[src/design/rx_settings.svh]
`ifndef RX_SETTINGS_SVH
`define RX_SETTINGS_SVH

// queue count, fixed by the 2-bit queue id
`define RX_QUE_NUM    4
`define RX_WORD_W     32

// per-queue packet FIFO
`define RX_FIFO_DEPTH 16
`define RX_FIFO_AW    4

// destination address in bytes, header keeps two bits for the queue id
`define RX_ADDR_W     30

// stall timer
`define RX_TICK_DIV   8
`define RX_TMOUT_W    8

`endif
[src/design/rx_ctrl_pkg.sv]
`include "rx_settings.svh"

package rx_ctrl_pkg;

    // scheduler states
    typedef enum logic [1:0] {
        IDLE,
        GRANT,
        HEAD,
        BODY
    } sched_state_t;

    // stall counter in timer ticks
    typedef logic [`RX_TMOUT_W-1:0] tmout_cnt_t;

endpackage

[src/design/rx_data_pkg.sv]
`include "rx_settings.svh"

package rx_data_pkg;

    // one packet or header word
    typedef logic [`RX_WORD_W-1:0] word_t;

    // queue number and one-bit-per-queue vector
    typedef logic [$clog2(`RX_QUE_NUM)-1:0] que_id_t;
    typedef logic [`RX_QUE_NUM-1:0] que_vec_t;

    // byte address where the queue's next packet goes
    typedef logic [`RX_ADDR_W-1:0] dst_addr_t;

    // packet length in words, one bit wider than the FIFO address
    typedef logic [`RX_FIFO_AW:0] pkt_len_t;

endpackage

[src/design/rx_pkt_top.sv]
`timescale 1ns/1ps
`include "rx_settings.svh"

module rx_pkt_top import rx_data_pkg::*, rx_ctrl_pkg::*; (
    input  logic                    clk_sys,
    input  logic                    rst,
    input  que_vec_t                que_wr,
    input  word_t [`RX_QUE_NUM-1:0] que_wdata,
    input  que_vec_t                que_wlast,
    input  logic                    base_wr,
    input  que_id_t                 base_que,
    input  dst_addr_t               base_addr,
    input  logic                    tmout_en,
    input  tmout_cnt_t              tmout_limit,
    output logic                    out_valid,
    output word_t                   out_data,
    output logic                    out_first,
    output logic                    out_last,
    output que_vec_t                stall_err,
    output que_vec_t                ovf_err
);

    que_vec_t                que_empty;
    que_vec_t                que_nonempty;
    que_vec_t                que_rlast;
    word_t [`RX_QUE_NUM-1:0] que_rdata;
    que_vec_t                que_pop;
    logic                    sched_req;
    que_id_t                 grant_que;
    logic                    grant_valid;
    logic                    hdr_emit;
    logic                    word_emit;
    logic                    word_last;
    que_id_t                 serve_que;
    logic                    serving;

    assign que_nonempty = ~que_empty;

    // one packet FIFO per source queue
    for (genvar q = 0; q < `RX_QUE_NUM; q++) begin : gen_que
        rx_que_fifo rx_que_fifo_inst (
            .clk_sys (clk_sys),
            .rst     (rst),
            .wr      (que_wr[q]),
            .wlast   (que_wlast[q]),
            .wdata   (que_wdata[q]),
            .pop     (que_pop[q]),
            .rdata   (que_rdata[q]),
            .rlast   (que_rlast[q]),
            .empty   (que_empty[q]),
            .ovf     (ovf_err[q])
        );
    end

    rx_rr_arb rx_rr_arb_inst (
        .clk_sys     (clk_sys),
        .rst         (rst),
        .req_vec     (que_nonempty),
        .sched_req   (sched_req),
        .grant_que   (grant_que),
        .grant_valid (grant_valid)
    );

    rx_sched_fsm rx_sched_fsm_inst (
        .clk_sys     (clk_sys),
        .rst         (rst),
        .nonempty    (que_nonempty),
        .head_last   (que_rlast),
        .grant_que   (grant_que),
        .grant_valid (grant_valid),
        .sched_req   (sched_req),
        .que_pop     (que_pop),
        .hdr_emit    (hdr_emit),
        .word_emit   (word_emit),
        .word_last   (word_last),
        .serve_que   (serve_que),
        .serving     (serving)
    );

    rx_stall_timer rx_stall_timer_inst (
        .clk_sys     (clk_sys),
        .rst         (rst),
        .nonempty    (que_nonempty),
        .serving     (serving),
        .serve_que   (serve_que),
        .tmout_en    (tmout_en),
        .tmout_limit (tmout_limit),
        .stall_err   (stall_err)
    );

    rx_hdr_build rx_hdr_build_inst (
        .clk_sys   (clk_sys),
        .rst       (rst),
        .base_wr   (base_wr),
        .base_que  (base_que),
        .base_addr (base_addr),
        .hdr_emit  (hdr_emit),
        .word_emit (word_emit),
        .word_last (word_last),
        .serve_que (serve_que),
        .head_data (que_rdata),
        .out_valid (out_valid),
        .out_first (out_first),
        .out_last  (out_last),
        .out_data  (out_data)
    );

endmodule

[src/design/rx_hdr_build.sv]
`timescale 1ns/1ps
`include "rx_settings.svh"

module rx_hdr_build import rx_data_pkg::*; (
    input  logic                         clk_sys,
    input  logic                         rst,
    input  logic                         base_wr,
    input  que_id_t                      base_que,
    input  dst_addr_t                    base_addr,
    input  logic                         hdr_emit,
    input  logic                         word_emit,
    input  logic                         word_last,
    input  que_id_t                      serve_que,
    input  word_t [`RX_QUE_NUM-1:0]      head_data,
    output logic                         out_valid,
    output logic                         out_first,
    output logic                         out_last,
    output word_t                        out_data
);

    dst_addr_t dst_addr [`RX_QUE_NUM];
    pkt_len_t  len_cnt;
    pkt_len_t  len_nxt;
    word_t     hdr_word;

    // header is queue id on top of the byte address
    assign hdr_word = word_t'({serve_que, dst_addr[serve_que]});
    assign len_nxt  = len_cnt + 1'b1;

    // ========================================
    // per-queue destination address
    // ========================================

    always_ff @(posedge clk_sys or posedge rst) begin
        if (rst) begin
            len_cnt <= '0;
            for (int q = 0; q < `RX_QUE_NUM; q++) begin
                dst_addr[q] <= '0;
            end
        end else begin
            if (hdr_emit || (word_emit && word_last)) begin
                len_cnt <= '0;
            end else if (word_emit) begin
                len_cnt <= len_nxt;
            end
            for (int q = 0; q < `RX_QUE_NUM; q++) begin
                // a config load wins over the end-of-packet advance
                if (base_wr && base_que == que_id_t'(q)) begin
                    dst_addr[q] <= base_addr;
                end else if (word_emit && word_last && serve_que == que_id_t'(q)) begin
                    dst_addr[q] <= dst_addr[q] + dst_addr_t'({len_nxt, 2'b00});
                end
            end
        end
    end

    // ========================================
    // output register
    // ========================================

    always_ff @(posedge clk_sys or posedge rst) begin
        if (rst) begin
            out_valid <= 1'b0;
            out_first <= 1'b0;
            out_last  <= 1'b0;
        end else begin
            out_valid <= hdr_emit || word_emit;
            out_first <= hdr_emit;
            out_last  <= word_emit && word_last;
        end
    end

    always_ff @(posedge clk_sys) begin
        out_data <= hdr_emit ? hdr_word : head_data[serve_que];
    end

endmodule

[src/design/rx_stall_timer.sv]
`timescale 1ns/1ps
`include "rx_settings.svh"

module rx_stall_timer import rx_data_pkg::*, rx_ctrl_pkg::*; (
    input  logic       clk_sys,
    input  logic       rst,
    input  que_vec_t   nonempty,
    input  logic       serving,
    input  que_id_t    serve_que,
    input  logic       tmout_en,
    input  tmout_cnt_t tmout_limit,
    output que_vec_t   stall_err
);

    typedef logic [$clog2(`RX_TICK_DIV)-1:0] div_cnt_t;

    div_cnt_t   div_cnt;
    logic       tick;
    tmout_cnt_t wait_cnt [`RX_QUE_NUM];

    // prescaler, one tick every RX_TICK_DIV cycles
    assign tick = (div_cnt == div_cnt_t'(`RX_TICK_DIV - 1));

    always_ff @(posedge clk_sys or posedge rst) begin
        if (rst) begin
            div_cnt <= '0;
        end else begin
            div_cnt <= tick ? '0 : div_cnt + 1'b1;
        end
    end

    // counters stop at the limit so the compare holds until cleared
    always_ff @(posedge clk_sys or posedge rst) begin
        if (rst) begin
            for (int q = 0; q < `RX_QUE_NUM; q++) begin
                wait_cnt[q] <= '0;
            end
            stall_err <= '0;
        end else begin
            for (int q = 0; q < `RX_QUE_NUM; q++) begin
                if (!tmout_en || (serving && serve_que == que_id_t'(q))) begin
                    wait_cnt[q] <= '0;
                end else if (tick && nonempty[q] && wait_cnt[q] != tmout_limit) begin
                    wait_cnt[q] <= wait_cnt[q] + 1'b1;
                end
                stall_err[q] <= tmout_en && (tmout_limit != '0)
                                && (wait_cnt[q] == tmout_limit);
            end
        end
    end

endmodule

[src/design/rx_sched_fsm.sv]
`timescale 1ns/1ps

module rx_sched_fsm import rx_data_pkg::*, rx_ctrl_pkg::*; (
    input  logic     clk_sys,
    input  logic     rst,
    input  que_vec_t nonempty,
    input  que_vec_t head_last,
    input  que_id_t  grant_que,
    input  logic     grant_valid,
    output logic     sched_req,
    output que_vec_t que_pop,
    output logic     hdr_emit,
    output logic     word_emit,
    output logic     word_last,
    output que_id_t  serve_que,
    output logic     serving
);

    sched_state_t state;
    sched_state_t state_nxt;
    que_id_t      cur_que;
    logic         pop_ok;

    // ========================================
    // outputs
    // ========================================

    assign sched_req = (state == IDLE) && (|nonempty);
    assign hdr_emit  = (state == HEAD);

    // the body waits on a slow source, popping only when data is there
    assign pop_ok    = (state == BODY) && nonempty[cur_que];
    assign word_emit = pop_ok;
    assign word_last = pop_ok && head_last[cur_que];
    assign que_pop   = pop_ok ? (que_vec_t'(1) << cur_que) : '0;

    assign serve_que = cur_que;
    assign serving   = (state == HEAD) || (state == BODY);

    // ========================================
    // state machine
    // ========================================

    always_comb begin
        state_nxt = state;
        unique case (state)
            IDLE: begin
                if (sched_req) begin
                    state_nxt = GRANT;
                end
            end
            GRANT: begin
                state_nxt = grant_valid ? HEAD : IDLE;
            end
            HEAD: begin
                state_nxt = BODY;
            end
            BODY: begin
                if (word_last) begin
                    state_nxt = IDLE;
                end
            end
            default: begin
                state_nxt = IDLE;
            end
        endcase
    end

    always_ff @(posedge clk_sys or posedge rst) begin
        if (rst) begin
            state   <= IDLE;
            cur_que <= '0;
        end else begin
            state <= state_nxt;
            // hold the granted queue for the whole packet
            if (state == GRANT && grant_valid) begin
                cur_que <= grant_que;
            end
        end
    end

endmodule

[src/design/rx_rr_arb.sv]
`timescale 1ns/1ps
`include "rx_settings.svh"

module rx_rr_arb import rx_data_pkg::*; (
    input  logic     clk_sys,
    input  logic     rst,
    input  que_vec_t req_vec,
    input  logic     sched_req,
    output que_id_t  grant_que,
    output logic     grant_valid
);

    que_id_t last_que;
    que_id_t idx;
    que_id_t pick_que;
    logic    pick_hit;

    // search starts one past the last served queue and wraps
    always_comb begin
        pick_que = last_que;
        pick_hit = 1'b0;
        idx      = last_que;
        for (int i = 1; i <= `RX_QUE_NUM; i++) begin
            idx = last_que + que_id_t'(i);
            if (!pick_hit && req_vec[idx]) begin
                pick_que = idx;
                pick_hit = 1'b1;
            end
        end
    end

    always_ff @(posedge clk_sys or posedge rst) begin
        if (rst) begin
            // queue 0 gets the first turn
            last_que    <= que_id_t'(`RX_QUE_NUM - 1);
            grant_que   <= '0;
            grant_valid <= 1'b0;
        end else begin
            grant_valid <= sched_req && pick_hit;
            if (sched_req && pick_hit) begin
                grant_que <= pick_que;
                last_que  <= pick_que;
            end
        end
    end

endmodule

[src/design/rx_que_fifo.sv]
`timescale 1ns/1ps
`include "rx_settings.svh"

module rx_que_fifo import rx_data_pkg::*; (
    input  logic  clk_sys,
    input  logic  rst,
    input  logic  wr,
    input  logic  wlast,
    input  word_t wdata,
    input  logic  pop,
    output word_t rdata,
    output logic  rlast,
    output logic  empty,
    output logic  ovf
);

    word_t mem [`RX_FIFO_DEPTH];
    logic  last_mem [`RX_FIFO_DEPTH];

    logic [`RX_FIFO_AW-1:0] wr_ptr;
    logic [`RX_FIFO_AW-1:0] rd_ptr;
    logic [`RX_FIFO_AW:0]   level;

    logic full;
    logic do_wr;
    logic do_pop;

    assign full   = (level == (`RX_FIFO_AW+1)'(`RX_FIFO_DEPTH));
    assign empty  = (level == '0);
    assign do_wr  = wr && !full;
    assign do_pop = pop && !empty;

    // head of queue is visible as soon as the read pointer moves
    assign rdata = mem[rd_ptr];
    assign rlast = last_mem[rd_ptr];

    always_ff @(posedge clk_sys) begin
        if (do_wr) begin
            mem[wr_ptr]      <= wdata;
            last_mem[wr_ptr] <= wlast;
        end
    end

    always_ff @(posedge clk_sys or posedge rst) begin
        if (rst) begin
            wr_ptr <= '0;
            rd_ptr <= '0;
            level  <= '0;
            ovf    <= 1'b0;
        end else begin
            if (do_wr) begin
                wr_ptr <= wr_ptr + 1'b1;
            end
            if (do_pop) begin
                rd_ptr <= rd_ptr + 1'b1;
            end
            if (do_wr && !do_pop) begin
                level <= level + 1'b1;
            end else if (do_pop && !do_wr) begin
                level <= level - 1'b1;
            end
            // sticky until reset, the dropped word is lost
            if (wr && full) begin
                ovf <= 1'b1;
            end
        end
    end

endmodule

[config.mk]
export PLATFORM = sky130hd
export DESIGN_NAME = rx_pkt_top
export DESIGN_NICKNAME = d
export VERILOG_FILES = /design/src/design/rx_ctrl_pkg.sv /design/src/design/rx_data_pkg.sv /design/src/design/rx_pkt_top.sv /design/src/design/rx_hdr_build.sv /design/src/design/rx_stall_timer.sv /design/src/design/rx_sched_fsm.sv /design/src/design/rx_rr_arb.sv /design/src/design/rx_que_fifo.sv
export VERILOG_INCLUDE_DIRS = /design/src /design/src/design
export SDC_FILE = /design/constraint.sdc
export NUM_CORES = 2
export LEC_CHECK = 0
export ABC_AREA = 1
export BUFFER_PORTS_ARGS = -buffer_cell sky130_fd_sc_hd__buf_2
export CORE_AREA = 2 2 568 401
export DETAILED_ROUTE_END_ITERATION = 16
export DIE_AREA = 0 0 570 403
export PLACE_DENSITY = 0.64
export SYNTH_ARGS = -nofsm -noshare
export SYNTH_HDL_FRONTEND = slang
export SYNTH_SLANG_ARGS = --single-unit
[constraint.sdc]
create_clock -name clk_sys -period 11.6 [get_ports clk_sys]
set_input_delay 2.32 -clock clk_sys [delete_from_list [all_inputs] [get_ports clk_sys]]
set_output_delay 2.32 -clock clk_sys [all_outputs]
set_load 0.05 [all_outputs]
Word-level counts from Yosys, hierarchy flattened
Memories as Yosys holds them, arrays and structs flattened.
Index checks and enable logic that the tools add are counted.
{"block": "word_totals", "reg_bits": 264, "ramBits": 2112, "input_bits": 180, "output_inout_bits": 43, "word_cells": 276, "memories": 8}
{"name": "gen_que[0].rx_que_fifo_inst.mem", "depth": 16, "word_bits": 32, "rd": 1, "rd_ports_with_merged_regs": 0, "write_ports": 1, "line": "rx_que_fifo.sv:17", "source": "word_t mem [`RX_FIFO_DEPTH];"}
{"name": "gen_que[1].rx_que_fifo_inst.mem", "depth": 16, "word_bits": 32, "rd": 1, "rd_ports_with_merged_regs": 0, "write_ports": 1, "line": "rx_que_fifo.sv:17"}
{"name": "gen_que[2].rx_que_fifo_inst.mem", "depth": 16, "word_bits": 32, "rd": 1, "rd_ports_with_merged_regs": 0, "write_ports": 1, "line": "rx_que_fifo.sv:17"}
{"name": "gen_que[3].rx_que_fifo_inst.mem", "depth": 16, "word_bits": 32, "rd": 1, "rd_ports_with_merged_regs": 0, "write_ports": 1, "line": "rx_que_fifo.sv:17"}
{"name": "gen_que[0].rx_que_fifo_inst.last_mem", "depth": 16, "word_bits": 1, "rd": 1, "rd_ports_with_merged_regs": 0, "write_ports": 1, "line": "rx_que_fifo.sv:18", "source": "logic last_mem [`RX_FIFO_DEPTH];"}
{"name": "gen_que[1].rx_que_fifo_inst.last_mem", "depth": 16, "word_bits": 1, "rd": 1, "rd_ports_with_merged_regs": 0, "write_ports": 1, "line": "rx_que_fifo.sv:18"}
{"name": "+2 memories"}
{"block": "op_classes", "addsub": 29, "n_lt_le_gt_ge": 6, "eq_ne": 24, "shifts": 1, "n_mux": 66, "bitwise": 2, "reduce_logical": 104}
{"cell": "30-bit two-way mux", "n": 10}
{"cell": "30-bit by 7-bit adder with 30-bit output", "n": 4}
{"cell": "32-bit binary-select mux with 2-bit select", "n": 1}
{"cell": "32-bit two-way mux", "n": 2}
{"cell": "8-bit two-way mux", "n": 8}
{"cell": "30-bit binary-select mux with 2-bit select", "n": 1}
{"cell": "1-bit logical AND", "n": 54}
{"cell": "5-bit two-way mux", "n": 10}
{"cell": "4-bit by 1-bit adder with 4-bit output, second input constant", "n": 8}
{"cell": "8-bit by 1-bit adder with 8-bit output, second input constant", "n": 4}
{"cell": "8-bit equality test", "n": 4}
{"cell": "8-bit inequality test", "n": 4}
{"cell": "2-bit nonzero test", "n": 13}
{"cell": "5-bit by 1-bit adder with 5-bit output, second input constant", "n": 5}
{"cell": "5-bit equality test, second input constant", "n": 4}
{"cell": "1-bit zero test", "n": 20}
{"cell": "5-bit zero test", "n": 4}
{"cell": "5-bit by 1-bit subtractor with 5-bit output, second input constant", "n": 4}
{"cell": "1-bit two-way mux", "n": 18}
{"cell": "2-bit by 3-bit less-than comparator with 1-bit output, second input constant", "n": 5}
{"cell": "2-bit two-way mux", "n": 7}
{"cell": "1-bit binary-select mux with 2-bit select", "n": 6}
{"cell": "2-bit equality test, second input constant", "n": 6}
{"cell": "2-bit case mux with 4 select lines", "n": 1}
{"cell": "18 further kinds", "n": 29}

Depth between registers and ports, before layout
{"block": "logic_depth", "word_depth": 15, "ltp_mapped": 17, "ltp_nobuf": 17}

By module
A second synthesis with hierarchy kept.
{"block": "unflattened", "cells_unflattened": 11109, "area_unflattened_um2": 107217.8}
{"module": "rx_que_fifo", "instances": 4, "cells_each": 2179, "area_each_um2": 22909.5, "seq_area_each_um2": 16205.5}
{"module": "rx_hdr_build", "instances": 1, "cells_each": 1857, "area_each_um2": 11656.2, "seq_area_each_um2": 3843.7}
{"module": "rx_stall_timer", "instances": 1, "cells_each": 395, "area_each_um2": 3015.4, "seq_area_each_um2": 975.9}
{"module": "rx_rr_arb", "instances": 1, "cells_each": 66, "area_each_um2": 504.2, "seq_area_each_um2": 127.6}
{"module": "rx_sched_fsm", "instances": 1, "cells_each": 71, "area_each_um2": 389.1, "seq_area_each_um2": 100.1}
{"module": "rx_pkt_top", "instances": 1, "cells_each": 4, "area_each_um2": 15.0, "seq_area_each_um2": 0.0}

Worst setup path after synthesis
No wires, ideal clock.
{"block": "synth_path", "path_kind": "input -> register", "startpoint": "in que_wr[2]", "endpoint": "mem gen_que[2].rx_que_fifo_inst.last_mem[11], enable pin", "setup_time_ps": 464, "arrival_time_ps": 4710, "required_ps": 11136, "slack_ps": 6425, "cell_stages": 2, "n_path_buf": 0, "cell_sequence": "nand2_1 -> nor3_1"}
{"block": "synth_via", "elab_chain_len": 3}
{"item": "start: declaration", "line": "rx_pkt_top.sv:7", "source": "input que_vec_t que_wr,"}
{"item": "1-bit logical AND", "line": "rx_que_fifo.sv:30", "source": "assign do_wr = wr && !full;"}
{"item": "1-bit two-way mux", "line": "rx_que_fifo.sv:38", "source": "if (do_wr) begin"}
{"item": "1-bit two-way mux (implied by the code)", "line": "rx_que_fifo.sv:40", "source": "last_mem[wr_ptr] <= wlast;"}
{"item": "end: declaration", "line": "rx_que_fifo.sv:18"}
No other way between the ends.

Worst setup path after layout
{"block": "layout_path", "startpoint": "reg gen_que[3].rx_que_fifo_inst.rd_ptr[0]", "endpoint": "reg rx_hdr_build_inst.dst_addr[88] (netlist name)"}
{"block": "layout_via", "elab_chain_len": 7}
{"item": "start: declaration", "line": "rx_que_fifo.sv:21", "source": "logic [`RX_FIFO_AW-1:0] rd_ptr;"}
{"item": "start signal: assignment", "line": "rx_que_fifo.sv:55", "source": "rd_ptr <= rd_ptr + 1'b1;"}
{"item": "memory read 16 x 1 bit"}
{"item": "1-bit binary-select mux with 2-bit select", "line": "rx_sched_fsm.sv:34", "source": "assign word_last = pop_ok && head_last[cur_que];"}
{"item": "1-bit two-way mux (implied by the code)", "line": "rx_sched_fsm.sv:34"}
{"item": "1-bit logical AND", "line": "rx_sched_fsm.sv:34"}
{"item": "1-bit logical AND (2 in series)", "line": "rx_hdr_build.sv:50", "source": "end else if (word_emit && word_last && serve_que == que_id_t'(q)) begin"}
{"item": "2-bit nonzero test (no line)"}
{"item": "end signal: indexed assignment", "line": "rx_hdr_build.sv:49", "source": "dst_addr[q] <= base_addr;"}
{"item": "end signal: indexed assignment", "line": "rx_hdr_build.sv:51", "source": "dst_addr[q] <= dst_addr[q] + dst_addr_t'({len_nxt, 2'b00});"}
{"item": "end: declaration", "line": "rx_hdr_build.sv:21", "source": "dst_addr_t dst_addr [`RX_QUE_NUM];"}
No other way between the ends. The select of a mux whose other input is x is not followed.
A chain may end at the register's enable or synchronous reset.

==> run_results.csv <==
group,metric,value,unit
run_status,outcome,"completed",
layout,multi_input_comb_area,27790,um2
layout,area.sequential,69910,um2
timing,rsz_0062_raised_after_global_routing,"no",
worst_hold_path,worstHoldPathType,"reg -> reg",
cts,post_cts_resize_count,0,
layout,fillers,19460,
timing,max_slew_margin,8.298,%
global_routing,antenna_found_initial,49,
placement,io_buffers,222,
worst_setup_path,setup.worst_path.class,"reg -> reg",
global_routing,global_route.overflow_total,0,
placement,dp.cells,11760,
worst_setup_path,path_max_fanout,83,
cts,postCtsSetupBuffers,0,
layout,final_util,50.02,%
worst_setup_path,worst_r2r_endpoint,"rx_hdr_build_inst.dst_addr[88]",
global_routing,grt_start_max_net_pins,162,
yosys,number_of_instances_in_the_synthesized_netlist,8965,
routing,postRouteAntennaNets,0,
floorplan,floorplan.io_pins,223,
cts,clock_tree.htree_level_count,4,
floorplan,fp.dieW,570,um
pwr,power.sequential.fraction,39.5,%
worst_setup_path,reg2reg_setup_slack,6580,ps
routing,route.vias.total,70960,
global_routing,first_global_vias,65620,
layout,final_layout_size_suffix_gt1_share,9.061,%
layout,layout.cells.most_common,"sky130_fd_sc_hd__edfxtp_1",
yosys,mappedNetlistArea,100500,um2
routing,via_density_per_instance,5.818,
yosys,postSynth.asyncResetShare,9.764,%
layout,top_library_cells_by_usage_in_the_layout_fill_and_taps_aside,"sky130_fd_sc_hd__edfxtp_1, sky130_fd_sc_hd__nor2_1, sky130_fd_sc_hd__nand2_1",
timing,fmax,0.1992,GHz
worst_setup_path,r2r.worst_path.cells,14,
pwr,share_of_total_power_in_the_clock_network,26.5,%
placement,hpwl,178800,um
yosys,synth.largest_area_cell,"sky130_fd_sc_hd__edfxtp_1",
cts,clkTransAtPathRegs,70,ps
global_routing,grt.total_usage,25.44,%
yosys,synth_area_per_cell,11.21,um2
pwr,power.density,254.9,nW/um2
routing,detailedRoute.firstIterationViolations,9398,
worst_hold_path,worst_hold_path.num_cells,1,
yosys,seq_area_frac_synth,69.53,%
pwr,peakVddDrop,0.1769,mV
worst_hold_path,holdCritStartpoint,"rx_stall_timer_inst.div_cnt[0]",
yosys,netlist_top_cells_area,"sky130_fd_sc_hd__edfxtp_1, sky130_fd_sc_hd__nor2_1, sky130_fd_sc_hd__o21ai_0, sky130_fd_sc_hd__dfrtp_1, sky130_fd_sc_hd__nand2_1",
yosys,netlist.area_leader.share,63.12,%
global_routing,grt_first_pass_wirelength,437700,um
placement,routabilityCongestion,0.9353,
job,drv.max_cap_violation_count,0,
timing,final-hold-violation-count,0,
timing,tns,0,ps
pwr,reported_net_switching_power,0.01127,W
worst_setup_path,arrival,5740,ps
worst_setup_path,cp-end-kind,"register",
yosys,synth_enable_flop_cells,2112,
routing,detail_route.drc_violations,0,
timing,finClkSkew,107.5,ps
yosys,synth_warnings,0,
layout,finish.cell_count_without_fillers,12200,
timing,finalCriticalPeriod,5021,ps
yosys,primary_ff_master_synth,"sky130_fd_sc_hd__edfxtp_1",
pwr,cellLeakagePower,39.41,nW
routing,detail_route.wirelength,298600,um
yosys,net_count_after_synthesis,9216,
timing,final.period_utilization,43.29,%
pwr,switching_share,39.38,%
worst_setup_path,startpoint_type,"register",
cts,clock-sinks,2376,
floorplan,floorplan.die.height,403,um
cts,cts_hold_buf,0,
cts,clockRootBuffer,"sky130_fd_sc_hd__clkbuf_16",
routing,drt_pass1_iterations,6,
yosys,synth.distinct_cells,50,
timing,worst_slew_pin_slew,1341,ps
pwr,power.combinational.fraction,33.9,%
layout,layout_overhead_on_the_synthesized_area,11.75,%
floorplan,initial_utilization,44.76,%
floorplan,core.rowCount,146,
worst_setup_path,critical_path.reg2reg.startpoint,"gen_que[3].rx_que_fifo_inst.rd_ptr[0]",
floorplan,core_area,224500,um2
timing,setup_viol,0,
cts,cts_max_path_buffers,4,
worst_setup_path,worst-endpoint-required,12320,ps
cts,cts_inserted_buffers,228,
pwr,power.internal,0.01735,W
cts,tritoncts,"built",
worst_hold_path,worstHoldEndpoint,"rx_stall_timer_inst.div_cnt[0]",
layout,finish.net_count,9282,
cts,insertion_delay,910,ps
timing,timing_max_transition_violations_final,0,
floorplan,die_area,229700,um2
routing,wirelength_per_cell,24.49,um
yosys,postSynthRegisterBits,2376,
## metrics by stage
step	total power, W	worst slack, ps	cell area [um2]	hold WS, ps
5_1_grt	0.03003	6312	112300	467.5
4_1_cts	0.02859	6640	112200	444.2
3_3_place_gp	0.02087	6414	104700	414.3
3_5_place_dp	0.02104	6350	104700	435.9
6_report	0.02863	6579	112300	441.5
2_1_floorplan	0.01737	2922	100500	403.1
## how the worst max path moves through the flow
stage / slack [ps] / depth (start not counted) / endpoint / from
global placement: 6410 / 8 / rx_hdr_build_inst.dst_addr[93] / base_que[1]
finish: 6580 / 14 / rx_hdr_build_inst.dst_addr[88] / gen_que[3].rx_que_fifo_inst.rd_ptr[0]
global route: 6310 / 14 / rx_hdr_build_inst.dst_addr[85] / gen_que[3].rx_que_fifo_inst.rd_ptr[0]
CTS: 6640 / 14 / rx_hdr_build_inst.dst_addr[85] / gen_que[3].rx_que_fifo_inst.rd_ptr[0]
floorplan: 2920 / 1 / asynchronous set/reset pin / rst
detailed placement: 6350 / 8 / rx_hdr_build_inst.dst_addr[108] / base_que[1]
## flip-flops by register name (all words and copies together), names as in the netlist, 3 cells and up, named ones only
| signal | count |
|---|---|
| gen_que.rx_que_fifo_inst.ovf | 4 |
| rx_hdr_build_inst.len_cnt | 5 |
| gen_que.rx_que_fifo_inst.rd_ptr | 16 |
| rx_stall_timer_inst.stall_err | 4 |
| gen_que.rx_que_fifo_inst.mem | 2048 |
| gen_que.rx_que_fifo_inst.level | 20 |
| rx_hdr_build_inst.out_data | 32 |
| rx_hdr_build_inst.dst_addr | 120 |
| gen_que.rx_que_fifo_inst.wr_ptr | 16 |
| rx_stall_timer_inst.wait_cnt | 32 |
| rx_stall_timer_inst.div_cnt | 3 |
| gen_que.rx_que_fifo_inst.last_mem | 64 |
## cell type report
class	instances	area share, %
Tap cell	2960	3.298
Sequential cell	2376	62.26
Timing Repair Buffer	365	1.968
Multi-Input combinational cell	5774	24.74
Inverter	286	0.9839
Clock buffer	295	5.510
Clock inverter	119	1.190
Antenna cell	20	0.04457
## synth_stat cells, drive strengths merged (5+ instances only)
library cell / n
nor3: 58
clkinv: 13
nand4: 47
o22ai: 289
o31ai: 8
a2111oi: 13
fa: 8
clkbuf: 331
a211oi: 10
a21oi: 121
nand3: 486
a31oi: 5
nand2: 1367
inv: 273
ha: 63
edfxtp: 2112
buf: 198
nor2: 1685
or2: 9
xnor2: 43
a22oi: 9
dfxtp: 32
o21ai: 1274
o211ai: 169
dfrtp: 230
o21bai: 6
a21o: 11
xor2: 72
## kinds of logic after synthesis
kind of cell | Yosys count | synth area share [%]
xor+xnor | 115 | 1.002
buf+inv | 815 | 3.346
flops | 2376 | 69.53
fa+ha+maj | 71 | 0.9439
simple gates | 3664 | 14.59
compound gates | 1924 | 10.58
## critical path, stage by stage (launching register included)
cell and delay, ps:
sky130_fd_sc_hd__dfrtp_4 700, sky130_fd_sc_hd__buf_4 720, sky130_fd_sc_hd__buf_4 810, sky130_fd_sc_hd__nand2_1 120, sky130_fd_sc_hd__nand3_1 110, sky130_fd_sc_hd__nand2_1 80, sky130_fd_sc_hd__nand2_1 60, sky130_fd_sc_hd__nand3_1 90
sky130_fd_sc_hd__nand3_1 410, sky130_fd_sc_hd__nand2_2 260, sky130_fd_sc_hd__o21ai_2 180, sky130_fd_sc_hd__buf_4 370, sky130_fd_sc_hd__nand2_2 520, sky130_fd_sc_hd__nand2_1 190, sky130_fd_sc_hd__nand2_1 80
## power groups by stage
stage,Combinational [W],Clock (W),Sequential (W)
final,0.00971,0.00760,0.0113
after global routing,0.0106,0.00801,0.0114
after CTS,0.00961,0.00768,0.0113
after detailed placement,0.00957,0,0.0115
after global placement,0.00942,0,0.0114
after floorplan,0.00613,0,0.0112
## layer usage
layer  routed length, um  vias to the layer above  part of all wire [%]  global-route usage, %
met5                 115                        -                 0.039                      0
li1                    -                    31890                     -                      -
met3               30620                      493                    10                  5.115
met1              132000                    34980                    44                  38.96
met4                9214                       16                   3.1                  7.909
met2              126700                     3573                    42                  36.23
(Power assumes the default switching activity.)
